<file path="src/logic/cin_link_settings.svh">
`ifndef CIN_LINK_SETTINGS_SVH
`define CIN_LINK_SETTINGS_SVH

// Deserializer output width, first bit in time at the MSB
`define CIN_NIBBLE_W 4

// Command word width
`define CIN_WORD_W 32

// Nibbles making up one command word
`define CIN_NIBBLES_PER_WORD 8

// Idle fill and alignment pattern
// Leading nibble A appears nowhere else in the word
`define CIN_TRAIN_WORD 32'hA5C396E1

// Back-to-back training words needed for lock
`define CIN_LOCK_WORDS 4

// Running command counter width
`define CIN_COUNT_W 16

`endif

</file>
<file path="src/logic/cin_link_pkg.sv">
`default_nettype none

`include "cin_link_settings.svh"

package cin_link_pkg;

    // One deserializer output
    typedef logic [`CIN_NIBBLE_W-1:0] nibble_t;

    // One assembled command or training word
    typedef logic [`CIN_WORD_W-1:0] word_t;

    // Bit offset inside a nibble, 0 to 3
    typedef logic [$clog2(`CIN_NIBBLE_W)-1:0] slip_offset_t;

    // Nibble position inside a word, 0 is the leading nibble
    typedef logic [$clog2(`CIN_NIBBLES_PER_WORD)-1:0] nib_index_t;

    // Commands passed on since reset
    typedef logic [`CIN_COUNT_W-1:0] cmd_count_t;

endpackage

`default_nettype wire

</file>
<file path="src/logic/cin_bit_align.sv">
`timescale 1ns/10ps
`default_nettype none

`include "cin_link_settings.svh"

module cin_bit_align
    import cin_link_pkg::*;
(
    input  wire          rxclk,
    input  wire          reset,
    input  wire nibble_t nibble_in,
    input  wire          bitslip,
    output nibble_t      aligned_nibble,
    output logic         slipped,
    output slip_offset_t slip_offset
);

    // Bitslip level from the previous cycle
    logic bitslip_prev;
    // Rising edge of bitslip seen in rxclk
    logic slip_edge;
    // Raw nibble from the previous cycle
    nibble_t nibble_prev;
    // Previous raw nibble followed by current one
    // Oldest bit sits at the MSB
    logic [2*`CIN_NIBBLE_W-1:0] nibble_pair;

    // A level held high only slips once
    assign slip_edge = bitslip && !bitslip_prev;

    assign nibble_pair = {nibble_prev, nibble_in};

    // Slip control
    always_ff @(posedge rxclk) begin
        if (reset) begin
            bitslip_prev <= 1'b0;
            slipped      <= 1'b0;
            slip_offset  <= '0;
        end else begin
            bitslip_prev <= bitslip;
            slipped      <= slip_edge;
            // Offset wraps 3 -> 0 by width
            if (slip_edge) begin
                slip_offset <= slip_offset + 1'b1;
            end
        end
    end

    // Realignment window
    // Offset k skips the first k bits of the older nibble
    always_ff @(posedge rxclk) begin
        if (reset) begin
            nibble_prev    <= '0;
            aligned_nibble <= '0;
        end else begin
            nibble_prev    <= nibble_in;
            aligned_nibble <= nibble_pair[2*`CIN_NIBBLE_W-1 - slip_offset -: `CIN_NIBBLE_W];
        end
    end

    // Edge detect must space slips at least two cycles apart
    slip_single_cycle: assert property (
        @(posedge rxclk) disable iff (reset)
        slipped |=> !slipped
    );

endmodule

`default_nettype wire

</file>
<file path="src/logic/cin_word_assembler.sv">
`timescale 1ns/10ps
`default_nettype none

`include "cin_link_settings.svh"

module cin_word_assembler
    import cin_link_pkg::*;
(
    input  wire          rxclk,
    input  wire          reset,
    input  wire nibble_t aligned_nibble,
    input  wire          slipped,
    output word_t        word_window,
    output logic         window_full
);

    // Count needs to reach the full nibble count
    localparam int FILL_W = $clog2(`CIN_NIBBLES_PER_WORD + 1);

    // Saturating count of nibbles since reset or the last slip
    logic [FILL_W-1:0] fill_count;

    // Last eight aligned nibbles
    // Newest at the LSB end so the word reads MSB first
    always_ff @(posedge rxclk) begin
        word_window <= {word_window[`CIN_WORD_W-`CIN_NIBBLE_W-1:0], aligned_nibble};
    end

    // Fill tracking
    always_ff @(posedge rxclk) begin
        if (reset) begin
            fill_count <= '0;
        end else if (slipped) begin
            // Nibble entering now was cut at the old offset
            fill_count <= '0;
        end else if (fill_count != FILL_W'(`CIN_NIBBLES_PER_WORD)) begin
            fill_count <= fill_count + 1'b1;
        end
    end

    // Whole window belongs to the current alignment
    assign window_full = (fill_count == FILL_W'(`CIN_NIBBLES_PER_WORD));

    // Slip must flush the window before it counts as full again
    full_cleared_on_slip: assert property (
        @(posedge rxclk) disable iff (reset)
        slipped |=> !window_full
    );

endmodule

`default_nettype wire

</file>
<file path="src/logic/cin_train_monitor.sv">
`timescale 1ns/10ps
`default_nettype none

`include "cin_link_settings.svh"

module cin_train_monitor
    import cin_link_pkg::*;
(
    input  wire          rxclk,
    input  wire          reset,
    input  wire nibble_t aligned_nibble,
    input  wire          slipped,
    output logic         locked,
    output logic         word_boundary
);

    localparam word_t      TRAIN_WORD = `CIN_TRAIN_WORD;
    localparam nib_index_t LAST_INDEX = nib_index_t'(`CIN_NIBBLES_PER_WORD - 1);
    localparam int         GOOD_W     = $clog2(`CIN_LOCK_WORDS + 1);
    // Leading training nibble, restart point of the hunt
    localparam nibble_t    FIRST_NIBBLE = TRAIN_WORD[`CIN_WORD_W-1 -: `CIN_NIBBLE_W];

    // Position of the nibble expected next
    nib_index_t index;
    // Complete training words seen back to back
    logic [GOOD_W-1:0] good_words;
    // Training nibble at the current index
    nibble_t expected;

    // Index 0 picks the top nibble of the pattern
    function automatic nibble_t train_nibble(input nib_index_t idx);
        return TRAIN_WORD[(LAST_INDEX - idx) * `CIN_NIBBLE_W +: `CIN_NIBBLE_W];
    endfunction

    assign expected = train_nibble(index);

    always_ff @(posedge rxclk) begin
        if (reset || slipped) begin
            // Old phase means nothing after a slip
            // Back to hunt
            locked        <= 1'b0;
            word_boundary <= 1'b0;
            index         <= '0;
            good_words    <= '0;
        end else if (locked) begin
            // Phase is fixed now
            // Content no longer checked
            index         <= index + 1'b1;
            word_boundary <= (index == LAST_INDEX);
        end else begin
            word_boundary <= 1'b0;
            if (aligned_nibble == expected) begin
                if (index == LAST_INDEX) begin
                    // One more whole training word
                    index <= '0;
                    if (good_words == GOOD_W'(`CIN_LOCK_WORDS - 1)) begin
                        locked     <= 1'b1;
                        good_words <= '0;
                    end else begin
                        good_words <= good_words + 1'b1;
                    end
                end else begin
                    index <= index + 1'b1;
                end
            end else begin
                good_words <= '0;
                // Mismatched nibble may itself start a new word
                if (aligned_nibble == FIRST_NIBBLE) begin
                    index <= nib_index_t'(1);
                end else begin
                    index <= '0;
                end
            end
        end
    end

    // Boundaries only exist at a locked phase
    boundary_needs_lock: assert property (
        @(posedge rxclk) disable iff (reset)
        word_boundary |-> locked
    );

endmodule

`default_nettype wire

</file>
<file path="src/logic/cin_command_gate.sv">
`timescale 1ns/10ps
`default_nettype none

`include "cin_link_settings.svh"

module cin_command_gate
    import cin_link_pkg::*;
(
    input  wire        rxclk,
    input  wire        reset,
    input  wire word_t word_window,
    input  wire        window_full,
    input  wire        locked,
    input  wire        word_boundary,
    output logic       cmd_valid,
    output word_t      cmd_data,
    output cmd_count_t cmd_count
);

    // Window holds idle fill
    logic is_training;
    // Window holds a command to pass on
    logic emit;

    assign is_training = (word_window == `CIN_TRAIN_WORD);

    // Boundary at a locked phase with a fully refilled window and no idle fill
    assign emit = locked && word_boundary && window_full && !is_training;

    // Strobe and running count
    always_ff @(posedge rxclk) begin
        if (reset) begin
            cmd_valid <= 1'b0;
            cmd_count <= '0;
        end else begin
            // One cycle only without back-pressure
            cmd_valid <= emit;
            // Wraps at the counter width
            if (emit) begin
                cmd_count <= cmd_count + 1'b1;
            end
        end
    end

    // Command word held until the next one
    always_ff @(posedge rxclk) begin
        if (emit) begin
            cmd_data <= word_window;
        end
    end

    // Strobe comes from a boundary seen while locked
    valid_after_lock: assert property (
        @(posedge rxclk) disable iff (reset)
        cmd_valid |-> $past(locked)
    );

endmodule

`default_nettype wire

</file>
<file path="src/logic/cin_link_top.sv">
`timescale 1ns/10ps
`default_nettype none

`include "cin_link_settings.svh"

module cin_link_top
    import cin_link_pkg::*;
(
    input  wire          rxclk,
    input  wire          reset,
    input  wire nibble_t nibble_in,
    input  wire          bitslip,
    output slip_offset_t slip_offset,
    output logic         locked,
    output logic         cmd_valid,
    output word_t        cmd_data,
    output cmd_count_t   cmd_count
);

    // Realigned stream and slip strobe
    nibble_t aligned_nibble;
    logic    slipped;
    // Assembler results
    word_t   word_window;
    logic    window_full;
    // Word phase pulse from the monitor
    logic    word_boundary;

    // Stage 1, bit realignment
    cin_bit_align cin_bit_align_inst (
        .rxclk          (rxclk),
        .reset          (reset),
        .nibble_in      (nibble_in),
        .bitslip        (bitslip),
        .aligned_nibble (aligned_nibble),
        .slipped        (slipped),
        .slip_offset    (slip_offset)
    );

    // Stage 2, window and hunt side by side on the same stream
    cin_word_assembler cin_word_assembler_inst (
        .rxclk          (rxclk),
        .reset          (reset),
        .aligned_nibble (aligned_nibble),
        .slipped        (slipped),
        .word_window    (word_window),
        .window_full    (window_full)
    );

    cin_train_monitor cin_train_monitor_inst (
        .rxclk          (rxclk),
        .reset          (reset),
        .aligned_nibble (aligned_nibble),
        .slipped        (slipped),
        .locked         (locked),
        .word_boundary  (word_boundary)
    );

    // Stage 3, command strobes
    cin_command_gate cin_command_gate_inst (
        .rxclk          (rxclk),
        .reset          (reset),
        .word_window    (word_window),
        .window_full    (window_full),
        .locked         (locked),
        .word_boundary  (word_boundary),
        .cmd_valid      (cmd_valid),
        .cmd_data       (cmd_data),
        .cmd_count      (cmd_count)
    );

endmodule

`default_nettype wire

</file>
<file path="config.mk">
export PLATFORM = sky130hd
export DESIGN_NAME = cin_link_top
export DESIGN_NICKNAME = d
export VERILOG_FILES = /design/src/logic/cin_link_pkg.sv /design/src/logic/cin_bit_align.sv /design/src/logic/cin_word_assembler.sv /design/src/logic/cin_train_monitor.sv /design/src/logic/cin_command_gate.sv /design/src/logic/cin_link_top.sv
export VERILOG_INCLUDE_DIRS = /design/src /design/src/logic
export SDC_FILE = /design/constraint.sdc
export NUM_CORES = 1
export LEC_CHECK = 0
export BUFFER_PORTS_ARGS = -buffer_cell sky130_fd_sc_hd__buf_4
export CAP_MARGIN = 20
export CORE_ASPECT_RATIO = 1.2
export CORE_MARGIN = 2
export CORE_UTILIZATION = 40
export DETAILED_ROUTE_END_ITERATION = 8
export GPL_ROUTABILITY_DRIVEN = 1
export PLACE_DENSITY = 0.64
export SYNTH_ARGS = -nofsm -noshare
export SYNTH_HDL_FRONTEND = slang
export SYNTH_HIERARCHICAL = 1
export SYNTH_SLANG_ARGS = --single-unit
</file>
<file path="constraint.sdc">
create_clock -name rxclk -period 2.2 [get_ports rxclk]
set_input_delay 0.11 -clock rxclk [delete_from_list [all_inputs] [get_ports rxclk]]
set_output_delay 0.11 -clock rxclk [all_outputs]
set_load 0.01 [all_outputs]
</file>
==> reports/qor.log, run 1 <==
INFO  status         outcome=finished, final reports clean
INFO  detailed_routing via_count=2325
INFO  sta            finalCriticalPeriod=2.041ns
INFO  yosys          synth-main-ff-cell=sky130_fd_sc_hd__dfxtp_1
INFO  sta            setup-violations-final=0
INFO  detailed_routing drt_pre_antenna_iters=4
INFO  yosys          post_synth_fa_ha_maj_area_fraction=1.983%
INFO  power_and_ir_drop total_leakage_power=0.001779µW
INFO  final_layout   final_nets=362
INFO  sta            relSlewSlack=70.20%
INFO  yosys          syn-num-nets=292
INFO  detailed_routing drt_iter0_markers=77
INFO  setup_path     path_max_fanout=10
INFO  cts            cts-buffers-inserted=9
INFO  sta            rsz0062_at_grt=false
INFO  cts            cts.clk_slew.worst_paths=0.11ns
INFO  cts            cts_buffer_depth=2
INFO  sta            slew_viol_final=0
INFO  floorplan      floorplan.core_area=9129µm²
INFO  floorplan      die_height=110.6µm
INFO  yosys          mappedNetlistArea=3785µm²
INFO  detailed_routing final_antenna_net_count=0
INFO  global_routing globalRoute.totalOverflow=0
INFO  global_routing grt_start_max_net_pins=37
INFO  yosys          synth-edff-count=32
INFO  sta            final-hold-violation-count=0
INFO  global_routing grt_pass1_wl=10500µm
INFO  setup_path     crit_type=reg2reg
INFO  setup_path     worst_setup_path_start_kind=register
INFO  cts            cts_post_setup_buffers_inserted=0
INFO  global_routing vias_in_the_first_global_route=2172
INFO  floorplan      die_area=10260µm²
INFO  sta            timing.setup.tns=0ns
INFO  final_layout   layout_cell_share_with_drive_strength_beyond_1=31.36%
INFO  yosys          syn-instance-count=279
INFO  detailed_routing postRouteWirelength=6387µm
INFO  global_routing global_route.usage.total=12.71%
INFO  final_layout   area_growth=21.55%
INFO  cts            cts_tree=built
INFO  cts            clock-root-buffer=sky130_fd_sc_hd__clkbuf_8
INFO  power_and_ir_drop powerDensity=746.5nW/µm²
INFO  sta            final.setup_skew=0.01882ns
INFO  sta            timing.fmax=490.0MHz
INFO  yosys          post_synth_xor_area_fraction=2.083%
INFO  detailed_routing post_drt_via_cell_ratio=4.905
INFO  place          dp_hpwl=4399µm
INFO  place          port-buffer-count=58
INFO  sta            final_min_period_over_clock_period=92.76%
INFO  cts            h-tree-depth=3
INFO  yosys          ys.warnings.count=6
INFO  yosys          synth-compound-area-share=9.950%
INFO  yosys          post_synth_num_cell_types=67
INFO  yosys          synth.yosys.seq_area_share=64.00%
INFO  yosys          synthMuxAreaShare=3.207%
INFO  floorplan      ioPinCount=59
INFO  yosys          async_flop_share=0%
INFO  cts            cts_num_sinks=105
INFO  power_and_ir_drop peakVddDrop=403.5µV
INFO  hold_path      hold_class=in2reg
INFO  sta            tightestPinTransition=0.4454ns
INFO  detailed_routing route.detailed.wl_per_inst=13.47µm
INFO  setup_path     data_arrival_at_the_endpoint_of_the_critical_path=2.34ns
INFO  floorplan      initial_core_utilization=41.46%
INFO  floorplan      num_rows=38
INFO  place          routabilityCongestion=0.7781
INFO  run            maxCapViolations=0
INFO  final_layout   diodes=0
INFO  sta            finalHoldWorstSlack=0.1346ns
INFO  global_routing number_of_antenna_violations_at_the_first_check_in_global_routing=0
INFO  detailed_routing drc_errors=0
INFO  cts            clk-insertion-delay-late=0.37ns
INFO  yosys          synth_top_family_by_area=simple AND/OR/NAND/NOR gates
INFO  setup_path     worst_ep_required_time=2.50ns
INFO  yosys          postSynthRegisterBits=105
INFO  floorplan      die_x=92.80µm
INFO  yosys          synth_simple_gate_area_share=16.99%
INFO  yosys          syn_avg_cell_area=13.57µm²
INFO  setup_path     timing.critical_path.to_type=register
## power breakdown
group          internal (µW)  total, µW  switching (µW)  leakage [µW]
clock network            455       1180             723      0.000103
registers               2060       2130            61.8      0.000892
logic                   76.4        131            55.1      0.000784
total                   2590       3430             840       0.00178
## routing by layer
| layer | GRT usage, % | wire length [µm] | vias to the layer above |
|---|---|---|---|
| met5 | 0 | 0 | - |
| met3 | 2.660 | 222 | 8 |
| met4 | 6.176 | 101 | 0 |
| met1 | 16.67 | 2984 | 1088 |
| met2 | 19.90 | 3079 | 46 |
| li1 | - | - | 1183 |
## critical path, stage by stage, from the launching register on
cell and delay, ns:
sky130_fd_sc_hd__dfxtp_2 0.36, sky130_fd_sc_hd__inv_1 0.05, sky130_fd_sc_hd__ha_1 0.14, sky130_fd_sc_hd__and3b_2 0.25
sky130_fd_sc_hd__and3_4 0.22, sky130_fd_sc_hd__and2_2 0.20, sky130_fd_sc_hd__o21ai_4 0.11, sky130_fd_sc_hd__or4_1 0.51
sky130_fd_sc_hd__a21oi_1 0.15
## layout make-up
cell class                 count  area [µm²]
fill                         809        4528
tap                          120       150.1
inverter                       7       26.28
clock inverter                 7       81.33
clock buffer                   9       123.9
multi-input combinational    162        1303
timing repair buffer          64       493.0
sequential                   105        2424
## final timing paths
kind	start	to	slack [ns]	depth (start not counted)
worst min register to register	cin_word_assembler_inst/word_window[0]	cin_word_assembler_inst/word_window[4]	0.36	0
worst min-delay path	reset	cin_bit_align_inst/slip_offset[0]	0.13	2
worst max-delay path	cin_word_assembler_inst/fill_count[0]	cin_command_gate_inst/cmd_count[9]	0.16	8
worst max register to register	cin_word_assembler_inst/fill_count[0]	cin_command_gate_inst/cmd_count[9]	0.16	8
## Yosys cell counts, drive strengths merged (5+ instances only)
cell type	count	area [µm²]
a21oi	12	71.32
and2b	7	60.06
and4bb	5	73.82
dfxtp	73	1461
edfxtp	32	960.9
ha	6	75.07
inv	7	26.28
mux2i	8	80.08
nand2	12	45.04
nand3	6	30.03
nor2	13	51.30
nor3b	6	45.04
o21ai	9	71.31
o22ai	6	37.54
o31ai	5	37.54
or3	6	37.54
xor2	6	52.55
## timing repair
item                                    in CTS  in global routing
hold endpoints to repair                     5                  0
gates resized for setup                      0                  3
endpoints found under the setup margin       0                  5
hold buffers                                 5                  0
## metrics by stage
stage | total power [µW] | setup slack [ns] | std cells | cell area (µm²) | util, %
after floorplan | 2246 | 0.1300 | 279 | 3785 | -
after global placement | 2289 | 0.2128 | 453 | 4337 | 47.51
after detailed placement | 2295 | 0.1204 | 453 | 4337 | 47.51
after CTS | 3463 | 0.08600 | 474 | 4592 | 50.30
after global routing | 3579 | 0.01677 | 474 | 4601 | 50.40
final | 3435 | 0.1592 | 474 | 4601 | 50.40
## registers in the layout, indices dropped and copies added, names as in the netlist, 2 cells and up
signal,count
cin_command_gate_inst/cmd_data,32
cin_word_assembler_inst/word_window,32
cin_command_gate_inst/cmd_count,16
cin_bit_align_inst/aligned_nibble,4
cin_bit_align_inst/nibble_prev,4
cin_word_assembler_inst/fill_count,4
cin_train_monitor_inst/good_words,3
cin_train_monitor_inst/index,3
cin_bit_align_inst/slip_offset,2
## kinds of logic after synthesis
group | after synthesis
fa+ha+maj | 6
flops | 105
xor+xnor | 9
buf+inv | 12
compound gates | 50
simple gates | 86
mux | 11
## cell usage in the layout, fill, tap and decap left out, types with 4 or more instances in the layout
cell and n:
sky130_fd_sc_hd__edfxtp_1 32, sky130_fd_sc_hd__or3_1 6, sky130_fd_sc_hd__dfxtp_1 72, sky130_fd_sc_hd__nand3_1 6, sky130_fd_sc_hd__clkbuf_8 9, sky130_fd_sc_hd__o2111ai_1 4, sky130_fd_sc_hd__or4_1 4, sky130_fd_sc_hd__a21oi_1 11
sky130_fd_sc_hd__ha_1 6, sky130_fd_sc_hd__dlygate4sd3_1 5, sky130_fd_sc_hd__mux2i_1 8, sky130_fd_sc_hd__and2b_2 6, sky130_fd_sc_hd__inv_1 7, sky130_fd_sc_hd__nand2_1 12, sky130_fd_sc_hd__buf_4 59, sky130_fd_sc_hd__o21ai_0 5
sky130_fd_sc_hd__nor2_1 12, sky130_fd_sc_hd__xor2_1 6, sky130_fd_sc_hd__o31ai_1 5, sky130_fd_sc_hd__nor3b_1 6, sky130_fd_sc_hd__o22ai_1 6
Power figures use the tool's default switching activity.
==> run 2: changes to the inputs <==
- PLACE_DENSITY: 0.64 -> default
==> reports/qor.log, run 2 (synthesized netlist as in run 1, its figures left out) <==
INFO  cts            cts_buffer_depth=2 [unchanged]
INFO  setup_path     critical-path-max-stage-delay=0.51ns [about the same]
INFO  floorplan      die_x=92.80µm [unchanged]
INFO  sta            relSlewSlack=68.30% [was 70.20%]
INFO  detailed_routing route.detailed.wl_per_inst=13.65µm [was 13.47 µm]
INFO  floorplan      die_area=10260µm² [unchanged]
INFO  power_and_ir_drop peakVddDrop=294.1µV [was 403.5 µV]
INFO  power_and_ir_drop powerDensity=741.2nW/µm² [was 746.5 nW/µm²]
INFO  global_routing global_route.usage.total=13.16% [was 12.71%]
INFO  final_layout   final_nets=364 [was 362]
INFO  power_and_ir_drop total_leakage_power=0.001785µW [was 0.001779 µW]
INFO  detailed_routing postRouteWirelength=6497µm [was 6387 µm]
INFO  setup_path     path_max_fanout=10 [unchanged]
INFO  setup_path     crit_type=reg2reg [unchanged]
INFO  sta            final-hold-violation-count=0 [unchanged]
INFO  final_layout   diodes=0 [unchanged]
INFO  power_and_ir_drop finalPower=3428µW [was 3435 µW]
INFO  cts            cts_num_sinks=105 [unchanged]
INFO  setup_path     worst_r2r_endpoint=cin_command_gate_inst/cmd_count[10] [was cin_command_gate_inst/cmd_count[9]]
INFO  setup_path     worstPathCellList=inv_1, ha_1, and3b_2, and3_4, and2_2, o21ai_4, or4_1, a21oi_1 [unchanged]
INFO  detailed_routing drt_iter0_markers=67 [was 77]
INFO  sta            slew_viol_final=0 [unchanged]
INFO  setup_path     worst_ep_required_time=2.50ns [about the same]
INFO  setup_path     worst_setup_path_start_kind=register [unchanged]
INFO  setup_path     data_arrival_at_the_endpoint_of_the_critical_path=2.36ns [was 2.34 ns]
INFO  status         outcome=finished, final reports clean [unchanged]
INFO  hold_path      min-delay-start=reset [unchanged]
INFO  setup_path     path_buf_inv=1 [unchanged]
INFO  detailed_routing drc_errors=0 [unchanged]
INFO  setup_path     timing.critical_path.to_type=register [unchanged]
INFO  global_routing vias_in_the_first_global_route=2201 [was 2172]
INFO  global_routing globalRouteMet2Util=21.26% [was 19.90%]
INFO  setup_path     cell_with_the_largest_stage_delay_on_the_worst_path=sky130_fd_sc_hd__or4_1 [unchanged]
INFO  floorplan      die_height=110.6µm [unchanged]
INFO  final_layout   layout_cell_share_with_drive_strength_beyond_1=31.18% [was 31.36%]
INFO  sta            tightestPinTransition=0.4737ns [was 0.4454 ns]
INFO  global_routing grtUsageMet1=16.56% [was 16.67%]
INFO  floorplan      num_rows=38 [unchanged]
INFO  place          routabilityCongestion=0.7648 [was 0.7781]
INFO  cts            clock-root-buffer=sky130_fd_sc_hd__clkbuf_8 [unchanged]
INFO  floorplan      floorplan.core_area=9129µm² [unchanged]
INFO  sta            final.setup_skew=0.01473ns [was 0.01882 ns]
INFO  detailed_routing post_drt_via_cell_ratio=4.971 [was 4.905]
INFO  detailed_routing via_count=2366 [was 2325]
INFO  cts            cts_tree=built [unchanged]
INFO  detailed_routing drt_pre_antenna_iters=4 [unchanged]
INFO  hold_path      hold-path-endpoint=cin_command_gate_inst/cmd_count[4] [was cin_bit_align_inst/slip_offset[0]]
INFO  global_routing busiest_layer=met2 [unchanged]
INFO  global_routing grt_pass1_wl=10760µm [was 10500 µm]
INFO  cts            cts-buffers-inserted=9 [unchanged]
INFO  final_layout   area_growth=22.18% [was 21.55%]
INFO  hold_path      hold_class=in2reg [unchanged]
INFO  sta            final_min_period_over_clock_period=93.68% [was 92.76%]
INFO  global_routing number_of_antenna_violations_at_the_first_check_in_global_routing=0 [unchanged]
INFO  cts            clk-insertion-delay-late=0.37ns [about the same]
INFO  global_routing grt_start_max_net_pins=37 [unchanged]
INFO  floorplan      initial_core_utilization=41.46% [unchanged]
INFO  floorplan      ioPinCount=59 [unchanged]
INFO  place          dp_hpwl=4580µm [was 4399 µm]
INFO  sta            finalCriticalPeriod=2.061ns [was 2.041 ns]
INFO  place          port-buffer-count=58 [unchanged]
INFO  sta            setup-violations-final=0 [unchanged]
INFO  setup_path     critical-path-top-delay-family=simple AND/OR/NAND/NOR gates [unchanged]
INFO  hold_path      number_of_cells_traversed_by_the_worst_hold_path=2 [unchanged]
INFO  setup_path     worst_r2r_startpoint=cin_word_assembler_inst/fill_count[0] [unchanged]
INFO  cts            cts.clk_slew.worst_paths=0.11ns [about the same]
INFO  global_routing globalRoute.totalOverflow=0 [unchanged]
INFO  final_layout   final_common_cell=sky130_fd_sc_hd__dfxtp_1 [unchanged]
INFO  setup_path     timing.reg2reg.setup_slack=0.14ns [was 0.16 ns]
INFO  final_layout   commonest_cells_after_routing_fill_and_taps_aside=73 x sky130_fd_sc_hd__dfxtp_1, 60 x sky130_fd_sc_hd__buf_4, 32 x sky130_fd_sc_hd__edfxtp_1 [was 72 x sky130_fd_sc_hd__dfxtp_1, 59 x sky130_fd_sc_hd__buf_4, 32 x sky130_fd_sc_hd__edfxtp_1]
INFO  sta            finalHoldWorstSlack=0.1444ns [was 0.1346 ns]
INFO  final_layout   reg_top3=cin_command_gate_inst/cmd_data x32, cin_word_assembler_inst/word_window x32, cin_command_gate_inst/cmd_count x16 [unchanged]
INFO  setup_path     ff2ff_path_depth=8 [unchanged]
INFO  run            maxCapViolations=0 [unchanged]
INFO  sta            timing.fmax=485.2MHz [was 490.0 MHz]
INFO  cts            h-tree-depth=3 [unchanged]
INFO  global_routing met3_usage=3.547% [was 2.660%]
INFO  detailed_routing final_antenna_net_count=0 [unchanged]
==> run 2: layer usage <==
metal  vias to the layer above  share of wire (%)
li1                       1189                  -
met1                      1125                 45
met2                        44                 50
met3                         8                3.7
met4                         0                1.4
met5                         -                  0
==> run 2: worst max path at each step <==
stage	to	depth (start not counted)	from	slack, ns
2_1_floorplan	cin_command_gate_inst/cmd_data[0]	7	cin_word_assembler_inst/fill_count[0]	0.13
3_3_place_gp	cin_command_gate_inst/cmd_count[10]	8	cin_word_assembler_inst/fill_count[0]	0.20
3_5_place_dp	cin_command_gate_inst/cmd_count[10]	8	cin_word_assembler_inst/fill_count[0]	0.12
4_1_cts	cin_command_gate_inst/cmd_count[10]	8	cin_word_assembler_inst/fill_count[0]	0.09
5_1_grt	cin_command_gate_inst/cmd_count[10]	8	cin_word_assembler_inst/fill_count[0]	-0.02
6_report	cin_command_gate_inst/cmd_count[10]	8	cin_word_assembler_inst/fill_count[0]	0.14
==> run 2: repair_timing <==
item | 4_1_cts | 5_1_grt
gates resized for setup | 0 | 1
endpoints found under the setup margin | 0 | 3
buffers inserted | 0 | 0
hold endpoints to repair | 5 | 0
hold buffers | 5 | 0
==> run 2: where the power goes <==
group	internal [µW]	switching, µW
Sequential	2060	60.1
Combinational	75.9	55.9
Clock	452	721
==> run 2: metrics by stage <==
| stage | area (µm²) | std cells | TNS (ns) | setup slack, ns | utilization (%) |
|---|---|---|---|---|---|
| floorplan | 3785 | 279 | 0 | 0.1300 | - |
| global placement | 4364 | 455 | 0 | 0.1996 | 47.81 |
| detailed placement | 4364 | 455 | 0 | 0.1170 | 47.81 |
| CTS | 4623 | 476 | 0 | 0.09141 | 50.64 |
| global route | 4624 | 476 | -0.02438 | -0.02438 | 50.66 |
| finish | 4624 | 476 | 0 | 0.1391 | 50.66 |
==> run 2: final cells by class <==
class                      count  area [µm²]
fill                         831        4504
sequential                   105        2422
multi-input combinational    162        1296
timing repair buffer          66       520.5
tap                          120       150.1
clock buffer                   9       123.9
clock inverter                 7       85.08
inverter                       7       26.28
